`src/source/xc_macros.svh`:
```
// ========================================
// Correlator sizing macros
// Line count, lag count, counter width
// and integration length limits
// ========================================

`ifndef XC_MACROS_SVH
`define XC_MACROS_SVH

`define XC_NUM_LINES    4
`define XC_LAGS         4
`define XC_RESOLUTION   16

// Integration length exponent after reset and its upper clamp
`define XC_LEN_DEFAULT  4
`define XC_LEN_MAX      20

// Derived counts
`define XC_NUM_PAIRS    (`XC_NUM_LINES * (`XC_NUM_LINES - 1) / 2)
`define XC_NUM_WORDS    ((`XC_NUM_LINES + `XC_NUM_PAIRS) * `XC_LAGS)

`endif

```
`src/source/xc_pkg.sv`:
```
// ========================================
// Correlator types
// Command word, control and output
// structs, sequencer states
// ========================================

`include "xc_macros.svh"

package xc_pkg;

	typedef enum logic [1:0] {
		OP_NOP     = 2'd0,
		OP_SET_LEN = 2'd1,
		OP_START   = 2'd2,
		OP_ABORT   = 2'd3
	} cmd_op_e;

	// SET_LEN view of the command word
	typedef struct packed {
		cmd_op_e    op;
		logic [5:0] len_log2;
	} cmd_len_t;

	// START view of the command word
	typedef struct packed {
		cmd_op_e    op;
		logic       continuous;
		logic [4:0] rsvd;
	} cmd_run_t;

	typedef union packed {
		cmd_len_t len;
		cmd_run_t run;
	} cmd_u;

	typedef struct packed {
		logic clear;
		logic accept;
	} corr_ctl_t;

	typedef struct packed {
		logic [7:0]                index;
		logic [`XC_RESOLUTION-1:0] count;
	} out_word_t;

	typedef enum logic [1:0] {
		IDLE      = 2'd0,
		CLEAR     = 2'd1,
		INTEGRATE = 2'd2,
		READOUT   = 2'd3
	} seq_state_e;

endpackage

```
`src/source/xc_corr_bank.sv`:
```
// ========================================
// Correlation counter bank
// Saturating auto and cross counters in
// readout word order
// ========================================

`timescale 1ns/1ps

`include "xc_macros.svh"

module xc_corr_bank
	import xc_pkg::*;
(
	input  logic                                        intclk,
	input  logic                                        rst,
	input  corr_ctl_t                                   corr_ctl,
	input  logic [`XC_NUM_LINES-1:0]                    line_in,
	input  logic [`XC_NUM_LINES*(`XC_LAGS-1)-1:0]       history,
	output logic [`XC_NUM_WORDS*`XC_RESOLUTION-1:0]     counts
);

	localparam int NL    = `XC_NUM_LINES;
	localparam int LAGS  = `XC_LAGS;
	localparam int RES   = `XC_RESOLUTION;
	localparam int WORDS = `XC_NUM_WORDS;

	// Tap k of a line is its sample k accepts earlier, tap 0 is live
	logic [LAGS-1:0]  taps [NL];
	logic [WORDS-1:0] hit;

	// ========================================
	// Products
	// ========================================
	for (genvar a = 0; a < NL; a++) begin : g_line
		assign taps[a][0] = line_in[a];
		for (genvar k = 1; k < LAGS; k++) begin : g_tap
			assign taps[a][k] = history[a*(LAGS-1)+k-1];
		end

		for (genvar k = 0; k < LAGS; k++) begin : g_auto
			assign hit[a*LAGS+k] = taps[a][0] & taps[a][k];
		end

		// Pair number follows (0,1),(0,2),...,(NL-2,NL-1)
		for (genvar b = a + 1; b < NL; b++) begin : g_pair
			localparam int P = a * (2 * NL - a - 1) / 2 + (b - a - 1);
			for (genvar k = 0; k < LAGS; k++) begin : g_cross
				assign hit[NL*LAGS+P*LAGS+k] = taps[a][0] & taps[b][k];
			end
		end
	end

	// ========================================
	// Saturating counters
	// ========================================
	for (genvar w = 0; w < WORDS; w++) begin : g_cnt
		always_ff @(posedge intclk) begin
			if (rst || corr_ctl.clear) begin
				counts[w*RES+:RES] <= '0;
			end else if (corr_ctl.accept && hit[w] && counts[w*RES+:RES] != '1) begin
				counts[w*RES+:RES] <= counts[w*RES+:RES] + 1'b1;
			end
		end
	end

endmodule

```
`src/source/xc_delay_line.sv`:
```
// ========================================
// Sample history
// One shift register per line holding the
// last LAGS-1 accepted samples
// ========================================

`timescale 1ns/1ps

`include "xc_macros.svh"

module xc_delay_line
	import xc_pkg::*;
(
	input  logic                                       intclk,
	input  logic                                       rst,
	input  corr_ctl_t                                  corr_ctl,
	input  logic [`XC_NUM_LINES-1:0]                   line_in,
	output logic [`XC_NUM_LINES*(`XC_LAGS-1)-1:0]      history
);

	localparam int DEPTH = `XC_LAGS - 1;

	// Bit l*DEPTH + k-1 holds line l from k accepts ago
	always_ff @(posedge intclk) begin
		if (rst || corr_ctl.clear) begin
			history <= '0;
		end else if (corr_ctl.accept) begin
			for (int l = 0; l < `XC_NUM_LINES; l++) begin
				for (int k = DEPTH - 1; k > 0; k--)
					history[l*DEPTH+k] <= history[l*DEPTH+k-1];
				history[l*DEPTH] <= line_in[l];
			end
		end
	end

endmodule

```
`src/source/xc_integ_timer.sv`:
```
// ========================================
// Integration timer
// Counts accepted samples and flags the
// end of a 2^len_log2 period
// ========================================

`timescale 1ns/1ps

`include "xc_macros.svh"

module xc_integ_timer
	import xc_pkg::*;
(
	input  logic       intclk,
	input  logic       rst,
	input  corr_ctl_t  corr_ctl,
	input  logic [5:0] len_log2,
	output logic       period_done
);

	localparam int CNT_W = `XC_LEN_MAX + 1;

	logic [CNT_W-1:0] count;
	logic [CNT_W-1:0] final_count;

	// Count value held just before the closing accept
	assign final_count = ({{(CNT_W-1){1'b0}}, 1'b1} << len_log2) - 1'b1;

	assign period_done = corr_ctl.accept && (count == final_count);

	always_ff @(posedge intclk) begin
		if (rst || corr_ctl.clear) begin
			count <= '0;
		end else if (corr_ctl.accept) begin
			count <= period_done ? '0 : count + 1'b1;
		end
	end

endmodule

```
`src/source/xc_readout.sv`:
```
// ========================================
// Readout streamer
// Sends every counter as one indexed
// word per cycle after a start pulse
// ========================================

`timescale 1ns/1ps

`include "xc_macros.svh"

module xc_readout
	import xc_pkg::*;
(
	input  logic                                        intclk,
	input  logic                                        rst,
	input  logic                                        readout_start,
	input  logic [`XC_NUM_WORDS*`XC_RESOLUTION-1:0]     counts,
	output out_word_t                                   out,
	output logic                                        out_valid,
	output logic                                        last
);

	localparam int RES = `XC_RESOLUTION;

	logic [7:0] idx;
	logic       running;
	logic       active;
	logic       at_end;

	// Start pulse sends word 0 at once, idx rests at zero when idle
	assign active = readout_start | running;
	assign at_end = (idx == 8'(`XC_NUM_WORDS - 1));

	always_ff @(posedge intclk) begin
		if (rst) begin
			idx       <= '0;
			running   <= 1'b0;
			out_valid <= 1'b0;
			last      <= 1'b0;
		end else if (active) begin
			out_valid <= 1'b1;
			last      <= at_end;
			running   <= !at_end;
			idx       <= at_end ? '0 : idx + 1'b1;
		end else begin
			out_valid <= 1'b0;
			last      <= 1'b0;
		end
	end

	// Payload register
	always_ff @(posedge intclk) begin
		if (active) begin
			out.index <= idx;
			out.count <= counts[idx*RES+:RES];
		end
	end

endmodule

```
`src/source/xc_sequencer.sv`:
```
// ========================================
// Integration sequencer
// Decodes commands, keeps the length and
// mode, steers clear, accept and readout
// ========================================

`timescale 1ns/1ps

`include "xc_macros.svh"

module xc_sequencer
	import xc_pkg::*;
(
	input  logic       intclk,
	input  logic       rst,
	input  cmd_u       cmd,
	input  logic       cmd_valid,
	input  logic       period_done,
	input  logic       last,
	output corr_ctl_t  corr_ctl,
	output logic       readout_start,
	output logic [5:0] len_log2,
	output logic       busy,
	input  logic       sample_valid
);

	seq_state_e state;
	logic       continuous;
	logic       is_abort;
	logic [5:0] len_req;

	assign is_abort = cmd_valid && (cmd.len.op == OP_ABORT);

	// Requests beyond the limit are clamped
	assign len_req = (cmd.len.len_log2 > 6'(`XC_LEN_MAX)) ? 6'(`XC_LEN_MAX) :
		cmd.len.len_log2;

	always_ff @(posedge intclk) begin
		if (rst) begin
			state         <= IDLE;
			continuous    <= 1'b0;
			len_log2      <= 6'(`XC_LEN_DEFAULT);
			readout_start <= 1'b0;
		end else begin
			readout_start <= 1'b0;
			if (is_abort) begin
				state <= IDLE;
			end else begin
				case (state)
					IDLE: begin
						if (cmd_valid && cmd.len.op == OP_SET_LEN) begin
							len_log2 <= len_req;
						end else if (cmd_valid && cmd.run.op == OP_START) begin
							continuous <= cmd.run.continuous;
							state      <= CLEAR;
						end
					end
					CLEAR: state <= INTEGRATE;
					INTEGRATE: begin
						// Last accept of the period, counters settle this edge
						if (period_done) begin
							state         <= READOUT;
							readout_start <= 1'b1;
						end
					end
					READOUT: begin
						if (last)
							state <= continuous ? CLEAR : IDLE;
					end
					default: state <= IDLE;
				endcase
			end
		end
	end

	assign corr_ctl.clear  = (state == CLEAR);
	assign corr_ctl.accept = (state == INTEGRATE) && sample_valid;
	assign busy            = (state != IDLE);

endmodule

```
`src/source/xc_top.sv`:
```
// ========================================
// One-bit cross-correlator top level
// Sequencer, timer, history, counters
// and readout wired together
// ========================================

`timescale 1ns/1ps

`include "xc_macros.svh"

module xc_top
	import xc_pkg::*;
(
	input  logic                     intclk,
	input  logic                     rst,
	input  logic [`XC_NUM_LINES-1:0] line_in,
	input  logic                     sample_valid,
	input  cmd_u                     cmd,
	input  logic                     cmd_valid,
	output logic                     busy,
	output out_word_t                out,
	output logic                     out_valid,
	output logic                     frame_done
);

	corr_ctl_t                                  corr_ctl;
	logic                                       period_done;
	logic                                       readout_start;
	logic [5:0]                                 len_log2;
	logic [`XC_NUM_LINES*(`XC_LAGS-1)-1:0]      history;
	logic [`XC_NUM_WORDS*`XC_RESOLUTION-1:0]    counts;

	xc_sequencer u_seq (
		.intclk        (intclk),
		.rst           (rst),
		.cmd           (cmd),
		.cmd_valid     (cmd_valid),
		.period_done   (period_done),
		.last          (frame_done),
		.corr_ctl      (corr_ctl),
		.readout_start (readout_start),
		.len_log2      (len_log2),
		.busy          (busy),
		.sample_valid  (sample_valid)
	);

	xc_integ_timer u_timer (
		.intclk      (intclk),
		.rst         (rst),
		.corr_ctl    (corr_ctl),
		.len_log2    (len_log2),
		.period_done (period_done)
	);

	xc_delay_line u_delay (
		.intclk   (intclk),
		.rst      (rst),
		.corr_ctl (corr_ctl),
		.line_in  (line_in),
		.history  (history)
	);

	xc_corr_bank u_bank (
		.intclk   (intclk),
		.rst      (rst),
		.corr_ctl (corr_ctl),
		.line_in  (line_in),
		.history  (history),
		.counts   (counts)
	);

	// Final word flag doubles as the frame marker
	xc_readout u_readout (
		.intclk        (intclk),
		.rst           (rst),
		.readout_start (readout_start),
		.counts        (counts),
		.out           (out),
		.out_valid     (out_valid),
		.last          (frame_done)
	);

endmodule
```
`config.mk`:
```
export PLATFORM = sky130hd
export DESIGN_NAME = xc_top
export DESIGN_NICKNAME = d
export VERILOG_FILES = /design/src/source/xc_pkg.sv /design/src/source/xc_corr_bank.sv /design/src/source/xc_delay_line.sv /design/src/source/xc_integ_timer.sv /design/src/source/xc_readout.sv /design/src/source/xc_sequencer.sv /design/src/source/xc_top.sv
export VERILOG_INCLUDE_DIRS = /design/src /design/src/source
export SDC_FILE = /design/constraint.sdc
export NUM_CORES = 2
export LEC_CHECK = 0
export ABC_AREA = 0
export BUFFER_PORTS_ARGS = -buffer_cell sky130_fd_sc_hd__buf_2
export CORE_ASPECT_RATIO = 0.6
export CORE_MARGIN = 3
export CORE_UTILIZATION = 55
export CTS_CLUSTER_DIAMETER = 50
export DETAILED_ROUTE_END_ITERATION = 16
export GPL_ROUTABILITY_DRIVEN = 1
export GPL_TIMING_DRIVEN = 0
export MAX_ROUTING_LAYER = met4
export PLACE_DENSITY = 0.74
export SYNTH_ARGS = -nofsm -noshare
export SYNTH_HDL_FRONTEND = slang
export SYNTH_SLANG_ARGS = --single-unit
```
`constraint.sdc`:
```
create_clock -name intclk -period 9.7 [get_ports intclk]
set_clock_uncertainty 0.2 [all_clocks]
set_input_delay 2.91 -clock intclk [delete_from_list [all_inputs] [get_ports intclk]]
set_output_delay 2.91 -clock intclk [all_outputs]
set_load 0.005 [all_outputs]
```
==> results.md <==
* # IOs at 43
* Sequential share of the synthesized area at 40.19%
* Final setup viols at 0
* Initial antenna violation count at 6
* Flip-flop and latch count after synthesis at 718
* CTS tree: yes
* Comb power frac at 5.3%
* Core footprint at 0.06495 mm^2
* Post-synth EDFFs at 24
* Cts bufs inserted at 70
* Via count at 30565
* Filler cells at 5506
* Xor/xnor share of the synthesized area at 12.86%
* Post-CTS Resized at 0
* Pwr Density at 152.1 mW/mm^2
* Reg2reg setup slack at 4.19 ns
* Synth Cell Area at 0.03636 mm^2
* Total gr overflow at 0
* CTS H-tree depth at 3
* Die area at 0.06933 mm^2
* Post-synthesis simple-gate area fraction at 23.46%
* Drt total wl at 111500 um
* Worst r2r src: u_seq.state[0]
* Worst setup path class: primary input to register
* Critical Path Start: sample_valid
* Reg-to-reg endpoint: u_bank.counts[541]
* Final Wtd Congestion at 1.042
* Synth top area share at 38.21%
* Worst-path clk slew at 0.07 ns
* Most frequent cells in the layout: 694 x dfxtp_1, 678 x nor2_1, 358 x xor2_1
* Static leakage at 13.18 nW
* Synth async-reset ratio at 0%
* IO Port Bufs at 42
* Post-synthesis mux area share at 13.91%
* Worst VDD drop at 0.1432 mV
* Dpl cells at 4843
* WP data required at 10.00 ns
* Die Span X at 337.9 um
* Tcrit/Tclk final at 72.09%
* Most used DFF post-synth: dfxtp_1
* RSZ-0062 raised after global routing: no
* P&R area growth vs syn at 9.972%
* Max-slew violations at 0
* Clk sinks at 718
* Vias/cell at 6.151
* CP Launch Type: primary input
* DRC Markers at 0
* Complex-gate fraction of the synthesized area at 5.416%
* Yosys Warn Count at 0
* Synth unique cells at 66
* Power share of the sequential group at 48.8%
* Max_cap viols at 0
* First-pass DRT Iterations at 6
* Largest family of logic cells by synthesized area: simple AND/OR/NAND/NOR gates
* Leading area contributor after synthesis: dfxtp_1
* Top cells by area, synth: dfxtp_1 38%, mux4_2 12%, xor2_1 8.6%
* First-pass GRT wire length at 167300 um
* Switching power total at 0.001480 W
* Max_slew headroom at 14.94%
* Final ANT Viol Nets at 0
* Dpl cell area at 0.03768 mm^2
* Fin Hold WS at 0.2455 ns
* CTS max path bufs at 3
* Switch share at 24.33%
* Max FO, Critical Path at 10
* Post-synthesis adder-cell area fraction at 1.617%
* Min Clock Period, post-route at 6.993 ns
* Clk root buf: clkbuf_16
* Routed WL per cell at 22.44 um
* FP Rows at 72
* Syn nets at 3976
* Fin area at 0.03999 mm^2
* Internal at 0.004602 W
* Overall Global Routing Usage at 32.91%
* CP endpoint: u_bank.counts[541]
* Final Non-Filler Cells at 4969
* Status: finished clean
* Clk pwr share at 45.9%
* Layout cells sized above 1 at 9.053%
* Starting density of the core at 55.98%
* Worst Reg-to-Reg Cells at 12
* Vias in the first global route at 26876
* Arrival @ worst endpoint at 7.29 ns
* Most common cell after layout, fill and taps aside: dfxtp_1
* Die H at 205.2 um
* Slew at the pin closest to its max-slew limit at 1.264 ns
* Mean Syn Cell Area at 9.292 um^2
* Max frequency at 0.1430 GHz
* Setup bufs post-CTS at 0
* Nets at 4090
* First-iteration detailed-routing DRC count at 3981
* Largest net degree at the start of global routing at 32
* Placed wire-length estimate at 86020 um
* # hold bufs at CTS at 0
* Final TNS setup at 0 ns
* Worst-Skew Late Latency at 0.64 ns
* Final Hold Vio Count at 0
* CP Capture Type: register
* Cells after Synth at 3913
* Hold crit path type: register to register
[metrics by stage]
stage	utilization [%]	setup WS, ns	power, W
global placement	58.02	2.467	0.003346
detailed placement	58.02	2.399	0.003345
CTS	61.54	3.042	0.006094
finish	61.56	2.707	0.006082
global route	61.56	2.627	0.006230
floorplan	-	4.481	0.003204
[cells by family (layout without fill, tap and decap cells)]
| family | Yosys count | in the layout |
|---|---|---|
| and+or+nand+nor | 1774 | 1774 |
| DFF | 718 | 718 |
| xor gates and xnor gates | 534 | 534 |
| AOI/OAI and AO/OA | 331 | 331 |
| muxes | 265 | 265 |
| buffers and inverters | 244 | 407 |
| adders and majority gates | 47 | 47 |
| other | 0 | 5 |
[cells in the mapped netlist (7+ instances only)]
| library cell | count |
|---|---|
| xnor2_1 | 176 |
| or3_1 | 109 |
| and3_1 | 92 |
| mux2i_1 | 72 |
| clkbuf_1 | 155 |
| a41oi_1 | 11 |
| buf_1 | 18 |
| dfxtp_1 | 694 |
| nor4_1 | 12 |
| nand2b_1 | 7 |
| o21ai_0 | 110 |
| a21oi_1 | 130 |
| nand3_1 | 179 |
| inv_1 | 63 |
| xor2_1 | 358 |
| edfxtp_1 | 24 |
| nor3b_1 | 9 |
| buf_2 | 7 |
| ha_1 | 47 |
| a31oi_1 | 12 |
| nand4_1 | 159 |
| and2_1 | 25 |
| o311a_1 | 11 |
| nor3_1 | 55 |
| or2_2 | 9 |
| and4_1 | 68 |
| mux4_2 | 192 |
| nand2_1 | 331 |
| nor2_1 | 678 |
| nor2b_1 | 11 |
| o22a_1 | 16 |
[worst min path at each step]
stage	to	cells past startpoint	slack [ns]	startpoint
6_report	u_readout.out[18]	0	0.25	u_readout.idx[2]
5_1_grt	u_readout.out[18]	0	0.25	u_readout.idx[2]
4_1_cts	u_readout.out[18]	0	0.24	u_readout.idx[2]
3_5_place_dp	u_readout.out[18]	0	0.23	u_readout.idx[2]
3_3_place_gp	u_readout.out[18]	0	0.23	u_readout.idx[2]
2_1_floorplan	u_readout.out[18]	0	0.21	u_readout.idx[2]
[layout make-up]
cell class              instances  area [um^2]  area share (%)
diodes                          5        12.51         0.03129
plain buffers                 180        684.4           1.712
clock buffers                 101         2063           5.160
clock inverters                20        229.0          0.5726
inverters                      64        240.2          0.6008
multi-input cells            2951        20820           52.07
flip-flops and latches        718        14610           36.55
well taps                     888         1111           2.779
repair buffers                 42        210.2          0.5257
[flip-flops by register name, summed over array words and instances, names as in the netlist]
register,cells
u_readout.out_valid,1
u_seq.readout_start,1
u_readout.last,1
u_seq.len_log2,6
u_seq.continuous,1
u_delay.history,12
u_readout.out,24
u_readout.idx,8
u_readout.running,1
u_timer.count,21
u_bank.counts,640
u_seq.state,2
[worst max-delay path, cell delays in order]
cell	delay, ns
buf_2	0.17
and3_1	0.17
clkbuf_1	0.73
clkbuf_1	0.83
nand2_1	0.21
a41oi_1	0.73
nand4_1	0.44
nor3_1	0.65
nand3_1	0.20
xor2_1	0.17
nor2_1	0.06
[layer usage]
layer,up-vias,routed length (um),track usage (%),part of all wire (%)
met5,-,0,-,0
met4,0,2287,6.810,2.1
met3,154,18720,14.31,17
met2,1687,39770,38.41,36
met1,14648,50710,50.51,45
li1,14076,-,-,-
[power by group through the flow]
stage / logic (W) / clock network [W] / registers, W
floorplan: 0.000169 / 0 / 0.00303
global placement: 0.000310 / 0 / 0.00304
detailed placement: 0.000309 / 0 / 0.00304
CTS: 0.000310 / 0.00281 / 0.00297
global route: 0.000338 / 0.00292 / 0.00297
finish: 0.000323 / 0.00279 / 0.00297
Power figures use the tool's default switching activity.
